[src/rtl/exe_pkg.sv]
package exe_pkg;

    // data word, pc or address
    typedef logic [31:0] word_t;

    // architectural register number
    typedef logic [4:0] reg_addr_t;

    // one op per lane, decoded upstream by dispatch
    typedef enum logic [4:0] {
        OP_NOP,
        // arithmetic and logic
        OP_ADD,
        OP_SUB,
        OP_AND,
        OP_OR,
        OP_XOR,
        OP_NOR,
        // set on less than
        OP_SLT,
        OP_SLTU,
        // shifts by b[4:0]
        OP_SLL,
        OP_SRL,
        OP_SRA,
        OP_LUI,    // b already holds the shifted immediate
        // conditional branches, pc relative
        OP_BEQ,
        OP_BNE,
        OP_BLT,
        OP_BGE,
        OP_BLTU,
        OP_BGEU,
        // unconditional
        OP_B,
        OP_BL,     // writes pc + 4
        OP_JIRL    // target is a + imm, writes pc + 4
    } alu_op_e;

    // instruction size, used for link and fall-through
    localparam word_t INST_BYTES = 32'd4;

endpackage

[src/rtl/exe_alu.sv]
`timescale 1ns/1ps

module exe_alu import exe_pkg::*; (
    input  alu_op_e op_i,
    input  word_t   a_i,
    input  word_t   b_i,
    output word_t   result_o
);

    logic [4:0] shamt;
    logic       lt_signed;
    logic       lt_unsigned;

    assign shamt       = b_i[4:0]; // only the low five bits count
    assign lt_signed   = $signed(a_i) < $signed(b_i);
    assign lt_unsigned = a_i < b_i;

    always_comb begin
        case (op_i)
            OP_ADD: begin
                result_o = a_i + b_i;
            end
            OP_SUB: begin
                result_o = a_i - b_i;
            end
            OP_AND: begin
                result_o = a_i & b_i;
            end
            OP_OR: begin
                result_o = a_i | b_i;
            end
            OP_XOR: begin
                result_o = a_i ^ b_i;
            end
            OP_NOR: begin
                result_o = ~(a_i | b_i);
            end
            OP_SLT: begin
                result_o = {31'b0, lt_signed};
            end
            OP_SLTU: begin
                result_o = {31'b0, lt_unsigned};
            end
            OP_SLL: begin
                result_o = a_i << shamt;
            end
            OP_SRL: begin
                result_o = a_i >> shamt;
            end
            OP_SRA: begin
                result_o = word_t'($signed(a_i) >>> shamt); // keeps the sign bit
            end
            OP_LUI: begin
                result_o = b_i;
            end
            default: begin
                // nop, branches and jumps
                result_o = '0;
            end
        endcase
    end

endmodule

[src/rtl/exe_branch_unit.sv]
`timescale 1ns/1ps

module exe_branch_unit import exe_pkg::*; (
    input  alu_op_e op_i,
    input  word_t   pc_i,
    input  word_t   a_i,
    input  word_t   b_i,
    input  word_t   imm_i,
    input  logic    pred_taken_i,
    input  word_t   pred_target_i,
    output logic    is_branch_o,
    output logic    taken_o,
    output word_t   actual_target_o,
    output word_t   link_o,
    output logic    mispredict_o
);

    logic  cond;
    word_t target;
    word_t fall_through;
    logic  dir_wrong;
    logic  target_wrong;

    // branch condition, always true for jumps
    always_comb begin
        is_branch_o = 1'b1;
        cond        = 1'b0;
        case (op_i)
            OP_BEQ:  cond = (a_i == b_i);
            OP_BNE:  cond = (a_i != b_i);
            OP_BLT:  cond = ($signed(a_i) < $signed(b_i));
            OP_BGE:  cond = ($signed(a_i) >= $signed(b_i));
            OP_BLTU: cond = (a_i < b_i);
            OP_BGEU: cond = (a_i >= b_i);
            OP_B, OP_BL, OP_JIRL: begin
                cond = 1'b1;
            end
            default: begin
                is_branch_o = 1'b0;
            end
        endcase
    end

    // jirl is register relative, everything else pc relative
    assign target       = (op_i == OP_JIRL) ? (a_i + imm_i) : (pc_i + imm_i);
    assign fall_through = pc_i + INST_BYTES;
    assign link_o       = fall_through; // same as the sequential pc

    assign taken_o         = is_branch_o & cond;
    assign actual_target_o = taken_o ? target : fall_through;

    // wrong direction, or taken both ways but to a different place
    assign dir_wrong    = pred_taken_i != taken_o;
    assign target_wrong = pred_taken_i & taken_o & (pred_target_i != target);

    assign mispredict_o = is_branch_o & (dir_wrong | target_wrong);

endmodule

[src/rtl/exe_lane.sv]
`timescale 1ns/1ps

module exe_lane import exe_pkg::*; (
    input  logic    valid_i,
    input  alu_op_e op_i,
    input  word_t   pc_i,
    input  word_t   a_i,
    input  word_t   b_i,
    input  word_t   imm_i,
    input  logic    rd_we_i,
    input  logic    pred_taken_i,
    input  word_t   pred_target_i,
    output word_t   result_o,
    output logic    rd_we_o,
    output logic    is_branch_o,
    output logic    taken_o,
    output word_t   actual_target_o,
    output logic    mispredict_o
);

    word_t alu_result;
    word_t link;
    logic  br_is_branch;
    logic  br_mispredict;
    logic  is_link_op;

    exe_alu u_alu (
        .op_i     (op_i),
        .a_i      (a_i),
        .b_i      (b_i),
        .result_o (alu_result)
    );

    exe_branch_unit u_branch_unit (
        .op_i            (op_i),
        .pc_i            (pc_i),
        .a_i             (a_i),
        .b_i             (b_i),
        .imm_i           (imm_i),
        .pred_taken_i    (pred_taken_i),
        .pred_target_i   (pred_target_i),
        .is_branch_o     (br_is_branch),
        .taken_o         (taken_o),
        .actual_target_o (actual_target_o),
        .link_o          (link),
        .mispredict_o    (br_mispredict)
    );

    // bl and jirl write the return address
    assign is_link_op = (op_i == OP_BL) || (op_i == OP_JIRL);
    assign result_o   = is_link_op ? link : alu_result;

    // an empty lane must not write, report or flush
    assign rd_we_o      = valid_i & rd_we_i;
    assign is_branch_o  = valid_i & br_is_branch;
    assign mispredict_o = valid_i & br_mispredict;

endmodule

[src/rtl/exe_mem_reg.sv]
`timescale 1ns/1ps

module exe_mem_reg import exe_pkg::*; (
    input  logic       clk,
    input  logic       arst_n_i,
    input  logic       pause_i,
    input  logic       flush_i,
    input  logic       squash1_i,  // lane 0 mispredicted
    input  logic [1:0] valid_i,
    input  alu_op_e    op0_i,
    input  alu_op_e    op1_i,
    input  word_t      pc0_i,
    input  word_t      pc1_i,
    input  logic [1:0] rd_we_i,
    input  reg_addr_t  rd0_i,
    input  reg_addr_t  rd1_i,
    input  word_t      res0_i,
    input  word_t      res1_i,
    output logic [1:0] mem_valid_o,
    output alu_op_e    mem_op0_o,
    output alu_op_e    mem_op1_o,
    output word_t      mem_pc0_o,
    output word_t      mem_pc1_o,
    output logic [1:0] mem_rd_we_o,
    output reg_addr_t  mem_rd0_o,
    output reg_addr_t  mem_rd1_o,
    output word_t      mem_res0_o,
    output word_t      mem_res1_o
);

    always_ff @(posedge clk or negedge arst_n_i) begin
        if (!arst_n_i) begin
            mem_valid_o <= '0;
            mem_op0_o   <= OP_NOP;
            mem_op1_o   <= OP_NOP;
            mem_pc0_o   <= '0;
            mem_pc1_o   <= '0;
            mem_rd_we_o <= '0;
            mem_rd0_o   <= '0;
            mem_rd1_o   <= '0;
            mem_res0_o  <= '0;
            mem_res1_o  <= '0;
        end else if (flush_i) begin
            // flush wins over pause
            mem_valid_o <= '0;
            mem_op0_o   <= OP_NOP;
            mem_op1_o   <= OP_NOP;
            mem_pc0_o   <= '0;
            mem_pc1_o   <= '0;
            mem_rd_we_o <= '0;
            mem_rd0_o   <= '0;
            mem_rd1_o   <= '0;
            mem_res0_o  <= '0;
            mem_res1_o  <= '0;
        end else if (!pause_i) begin
            mem_op0_o  <= op0_i;
            mem_op1_o  <= op1_i;
            mem_pc0_o  <= pc0_i;
            mem_pc1_o  <= pc1_i;
            mem_rd0_o  <= rd0_i;
            mem_rd1_o  <= rd1_i;
            mem_res0_o <= res0_i;
            mem_res1_o <= res1_i;

            // younger lane dies behind a lane 0 mispredict
            mem_valid_o[0] <= valid_i[0];
            mem_rd_we_o[0] <= rd_we_i[0];
            mem_valid_o[1] <= valid_i[1] & ~squash1_i;
            mem_rd_we_o[1] <= rd_we_i[1] & ~squash1_i;
        end
        // paused: hold
    end

endmodule

[src/rtl/exe_stage.sv]
`timescale 1ns/1ps

module exe_stage import exe_pkg::*; (
    input  logic       clk,
    input  logic       arst_n_i,
    // control
    input  logic       pause_i,
    input  logic       flush_i,
    // dispatch
    input  logic [1:0] valid_i,
    input  alu_op_e    op0_i,
    input  alu_op_e    op1_i,
    input  word_t      pc0_i,
    input  word_t      pc1_i,
    input  word_t      src_a0_i,
    input  word_t      src_b0_i,
    input  word_t      src_a1_i,
    input  word_t      src_b1_i,
    input  word_t      imm0_i,
    input  word_t      imm1_i,
    input  logic [1:0] rd_we_i,
    input  reg_addr_t  rd0_i,
    input  reg_addr_t  rd1_i,
    input  logic [1:0] pred_taken_i,
    input  word_t      pred_target0_i,
    input  word_t      pred_target1_i,
    // branch predictor update
    output logic [1:0] bpu_is_branch_o,
    output logic [1:0] bpu_taken_o,
    output word_t      bpu_target0_o,
    output word_t      bpu_target1_o,
    // to control
    output logic       branch_flush_o,
    output word_t      branch_target_o,
    // forwarding to dispatch
    output logic [1:0] fwd_we_o,
    output reg_addr_t  fwd_rd0_o,
    output reg_addr_t  fwd_rd1_o,
    output word_t      fwd_data0_o,
    output word_t      fwd_data1_o,
    // to memory stage
    output logic [1:0] mem_valid_o,
    output alu_op_e    mem_op0_o,
    output alu_op_e    mem_op1_o,
    output word_t      mem_pc0_o,
    output word_t      mem_pc1_o,
    output logic [1:0] mem_rd_we_o,
    output reg_addr_t  mem_rd0_o,
    output reg_addr_t  mem_rd1_o,
    output word_t      mem_res0_o,
    output word_t      mem_res1_o
);

    logic [1:0] mispredict;

    exe_lane u_lane0 (
        .valid_i         (valid_i[0]),
        .op_i            (op0_i),
        .pc_i            (pc0_i),
        .a_i             (src_a0_i),
        .b_i             (src_b0_i),
        .imm_i           (imm0_i),
        .rd_we_i         (rd_we_i[0]),
        .pred_taken_i    (pred_taken_i[0]),
        .pred_target_i   (pred_target0_i),
        .result_o        (fwd_data0_o),
        .rd_we_o         (fwd_we_o[0]),
        .is_branch_o     (bpu_is_branch_o[0]),
        .taken_o         (bpu_taken_o[0]),
        .actual_target_o (bpu_target0_o),
        .mispredict_o    (mispredict[0])
    );

    exe_lane u_lane1 (
        .valid_i         (valid_i[1]),
        .op_i            (op1_i),
        .pc_i            (pc1_i),
        .a_i             (src_a1_i),
        .b_i             (src_b1_i),
        .imm_i           (imm1_i),
        .rd_we_i         (rd_we_i[1]),
        .pred_taken_i    (pred_taken_i[1]),
        .pred_target_i   (pred_target1_i),
        .result_o        (fwd_data1_o),
        .rd_we_o         (fwd_we_o[1]),
        .is_branch_o     (bpu_is_branch_o[1]),
        .taken_o         (bpu_taken_o[1]),
        .actual_target_o (bpu_target1_o),
        .mispredict_o    (mispredict[1])
    );

    assign fwd_rd0_o = rd0_i;
    assign fwd_rd1_o = rd1_i;

    // older lane has priority for the redirect
    assign branch_flush_o  = (|mispredict) & ~pause_i;
    assign branch_target_o = mispredict[0] ? bpu_target0_o : bpu_target1_o;

    exe_mem_reg u_exe_mem_reg (
        .clk         (clk),
        .arst_n_i    (arst_n_i),
        .pause_i     (pause_i),
        .flush_i     (flush_i),
        .squash1_i   (mispredict[0]),
        .valid_i     (valid_i),
        .op0_i       (op0_i),
        .op1_i       (op1_i),
        .pc0_i       (pc0_i),
        .pc1_i       (pc1_i),
        .rd_we_i     (fwd_we_o),  // already gated by valid
        .rd0_i       (rd0_i),
        .rd1_i       (rd1_i),
        .res0_i      (fwd_data0_o),
        .res1_i      (fwd_data1_o),
        .mem_valid_o (mem_valid_o),
        .mem_op0_o   (mem_op0_o),
        .mem_op1_o   (mem_op1_o),
        .mem_pc0_o   (mem_pc0_o),
        .mem_pc1_o   (mem_pc1_o),
        .mem_rd_we_o (mem_rd_we_o),
        .mem_rd0_o   (mem_rd0_o),
        .mem_rd1_o   (mem_rd1_o),
        .mem_res0_o  (mem_res0_o),
        .mem_res1_o  (mem_res1_o)
    );

endmodule
[config.mk]
export PLATFORM = sky130hd
export DESIGN_NAME = exe_stage
export DESIGN_NICKNAME = d
export VERILOG_FILES = /design/src/rtl/exe_pkg.sv /design/src/rtl/exe_alu.sv /design/src/rtl/exe_branch_unit.sv /design/src/rtl/exe_lane.sv /design/src/rtl/exe_mem_reg.sv /design/src/rtl/exe_stage.sv
export SDC_FILE = /design/constraint.sdc
export NUM_CORES = 2
export LEC_CHECK = 0
export BUFFER_PORTS_ARGS = -buffer_cell sky130_fd_sc_hd__buf_4
export CAP_MARGIN = 10
export CORE_MARGIN = 1
export CORE_UTILIZATION = 45
export DETAILED_ROUTE_END_ITERATION = 10
export HOLD_SLACK_MARGIN = 0.1
export PLACE_DENSITY = 0.67
export SLEW_MARGIN = 15
export SYNTH_ARGS = -nofsm -noshare
export SYNTH_HDL_FRONTEND = slang
export SYNTH_HIERARCHICAL = 1
export SYNTH_SLANG_ARGS = --single-unit
[constraint.sdc]
create_clock -name clk -period 9.1 [get_ports clk]
set_input_delay 1.365 -clock clk [delete_from_list [all_inputs] [get_ports clk]]
set_output_delay 1.365 -clock clk [all_outputs]
set_load 0.02 [all_outputs]
==> summary.md <==
| Metric | Value |
|---|---|
| Run status | `finished, final reports clean` |
| Rel. slew slack | `18.8%` |
| Fin crit period | `8.73 ns` |
| Total CTS buffers | `17` |
| Number of synthesized flops with an enable pin | `0` |
| Vias in the first global route | `37300` |
| CP peak stage delay | `0.63 ns` |
| Worst slew pin tran | `1.21 ns` |
| CP max stage cell | `or4_4` |
| Layout Utilization | `53.4%` |
| Most frequent cells in the layout | `754 x buf_4, 567 x nor2_1, 381 x a21oi_1` |
| Synth area leader | `ha_1` |
| Unrepaired setup endpoints after global routing | `false` |
| Synth warnings | `6` |
| Post-CTS Setup Inserts | `0` |
| Total gr overflow | `0` |
| Post-DR wirelength/cell | `slightly above 30 um` |
| RR Startpoint | `u_exe_mem_reg/mem_op1_o[4]` |
| 1st-iter DRT viols | `approximately 5000` |
| Ys flop type | `dfrtp_1` |
| Worst hold path cell count | `2` |
| DP HPWL | `around 150000 um` |
| Core Region | `77600 um^2` |
| Setup crit end kind | `output port` |
| Row count | `102` |
| Post-synthesis async set-or-reset flop share | `100%` |
| Synth Cell Area | `35400 um^2` |
| Longest Clk Path Bufs | `2` |
| Power, Total | `~4.5 mW` |
| Clk_skew | `0 ns` |
| Vias | `40800` |
| Chip Width | `282 um` |
| Root buffer cell | `clkbuf_16` |
| Critical R2R Capture | `u_exe_mem_reg/mem_op1_o[4]` |
| Origin of the worst min-delay path | `u_exe_mem_reg/mem_res1_o[0]` |
| Buf+Inv Stages, Crit Path | `5` |
| Residual DRC count | `0` |
| Final antenna-violating net count | `0` |
| Fin Hold WS | `0.525 ns` |
| Pre-CTS WS | `0.429 ns` |
| Top Ports | `679` |
| Share of layout cells above drive strength 1 | `23.1%` |
| Worst endpoint data arrival time | `roughly 7.4 ns` |
| Mean cell area of the mapped netlist | `about 7.7 um^2` |
| Worst Setup Path Type | `input port to output port` |
| Routed wire length | `189000 um` |
| Final period util | `between 90 and 100%` |
| Setup slack, reg-to-reg | `8.22 ns` |
| Clk slew on worst S/H paths | `around 0.070 ns` |
| Post-synthesis cell count | `4620` |
| Post-synthesis sequential area ratio | `10.8%` |
| Flops & latches, synth | `152` |
| Skew-Pair Late Insertion Delay | `0.48 ns` |
| CTS tree | `done` |
| H-tree depth | `4` |
| Die H | `282 um` |
| First-pass GRT wire length | `264000 um` |
| Library cells used by synthesis | `116` |
| Die area | `79700 um^2` |
| Nature of the critical path startpoint | `input port` |
| FMAX | `about 110 MHz` |
| Initial antenna violation count | `18` |
| Most common cell after layout, fill and taps aside | `buf_4` |
| Synth top area cells | `ha_1 12%, dfrtp_1 11%, mux2i_1 8.0%` |
| Slew Viols, Final | `0` |
| Top-area cell type share of the netlist area | `11.7%` |
| Pleak | `19.7 nW` |
| Port Buffers | `678` |
| Data required, critical path | `7.74 ns` |
| VDD IR max | `115 uV` |
| Syn_nets | `5308` |
| Max-cap violations | `0` |
| Drt first pass iters | `8` |
| Final hold violation count | `0` |
| RePlAce Congestion | `1.09` |
| Layout area overhead | `17.1%` |
| TritonCTS sink count | `152` |
| Pwr dens | `109 nW/um^2` |
| Tot GR Track Use | `45.5%` |
| Setup TNS | `0 ns` |
| WHS Endpoint | `u_exe_mem_reg/mem_res1_o[0]` |
| Cell family with most CP delay | `simple AND/OR/NAND/NOR gates` |
| Type of the most critical hold path | `register to register` |
| Nets@finish | `5763` |
| Final setup fails | `0` |
| DR vias/cell | `roughly 6.7` |
| R2R depth | `2` |
| Starting Density | `45.6%` |
| Final worst slack | `0.372 ns` |
| Pin count of the biggest net entering global routing | `81` |
| Peak fanout along the critical path | `35` |
-- synth_stat cells, types with 35 or more instances --
| cell type | n |
|---|---|
| nor2_1 | 571 |
| a21oi_1 | 381 |
| ha_1 | 332 |
| nand2_1 | 324 |
| inv_1 | 312 |
| mux2i_1 | 282 |
| o21ai_0 | 221 |
| clkbuf_1 | 188 |
| dfrtp_1 | 152 |
| xnor2_1 | 119 |
| mux2_2 | 113 |
| mux2_4 | 106 |
| nand3_1 | 98 |
| a21o_1 | 81 |
| nor3_1 | 81 |
| nand4_1 | 64 |
| mux4_2 | 63 |
| o211ai_1 | 61 |
| xor2_1 | 61 |
| nand2b_1 | 46 |
| a211oi_1 | 45 |
| o21bai_1 | 41 |
| buf_1 | 40 |
| a221oi_1 | 38 |
| and3_1 | 35 |
-- registers in the layout, summed over array words and instances, names as in the netlist --
name / cells
u_exe_mem_reg/mem_pc0_o: 32
u_exe_mem_reg/mem_pc1_o: 32
u_exe_mem_reg/mem_res0_o: 32
u_exe_mem_reg/mem_res1_o: 32
u_exe_mem_reg/mem_op0_o: 5
u_exe_mem_reg/mem_op1_o: 5
u_exe_mem_reg/mem_rd0_o: 5
u_exe_mem_reg/mem_rd1_o: 5
u_exe_mem_reg/mem_rd_we_o: 2
u_exe_mem_reg/mem_valid_o: 2
-- report_power, final --
part / total, mW / switching [mW] / internal (mW)
sequential: 0.745 / 0.0264 / 0.718
clock: 0.790 / 0.374 / 0.416
combinational: 2.99 / 1.86 / 1.13
total: 4.52 / 2.26 / 2.26
-- worst min-delay path, cell delays in order (launching register included) --
cell and delay [ns]:
dfrtp_1 0.35, mux2i_1 0.07, nor2_1 0.08
-- final cells by class --
class	count	area (um^2)
repair buffers	758	5720
fillers	7677	36200
flip-flops and latches	152	3800
clock inverters	15	179
well taps	1040	1300
diodes	5	12.5
clock buffers	17	425
multi-input cells	3828	28800
inverters	318	1190
-- stage by stage --
step,cell area [um^2],cells
final,41400,6133
after global routing,41400,6129
after CTS,41400,6128
after detailed placement,40800,6096
after global placement,40800,6096
after floorplan,35400,4620
-- kinds of logic (layout without fill, tap and decap cells) --
group	after synthesis	count (layout)	synth area share, %
flops	152	152	10.8
buf+inv	640	1108	8.10
compound gates	1321	1321	25.3
simple gates	1416	1416	18.6
xor+xnor	189	189	5.06
other cells	0	5	0
fa+ha+maj	338	338	12.1
mux	564	564	20.1
-- how the worst max path moves through the flow --
stage / start / endpoint / slack, ns / cells after the start
2_1_floorplan: src_b0_i[9] / branch_target_o[10] / 1.13 / 27
4_1_cts: src_a0_i[1] / branch_target_o[1] / 0.41 / 26
6_report: src_b0_i[31] / branch_target_o[1] / 0.37 / 26
3_3_place_gp: src_a0_i[1] / branch_target_o[17] / 0.61 / 26
3_5_place_dp: src_a0_i[1] / branch_target_o[1] / 0.43 / 26
5_1_grt: src_b0_i[31] / branch_target_o[1] / 0.06 / 26
-- routing by layer --
layer	routed length [um]	share of wire (%)	global-route usage (%)	vias to the layer above
met5	209	0.11	0	-
met4	17900	9.4	36.8	32
met3	19600	10	10.3	678
met2	81500	43	69.8	2809
met1	70000	37	54.5	19400
li1	-	-	-	17900
-- repair_timing --
item / CTS / global route
setup endpoints to repair: 0 / 29
resized for setup: 0 / 2
hold buffers: 0 / 0
Note: power is estimated with default switching activity, not from simulation.
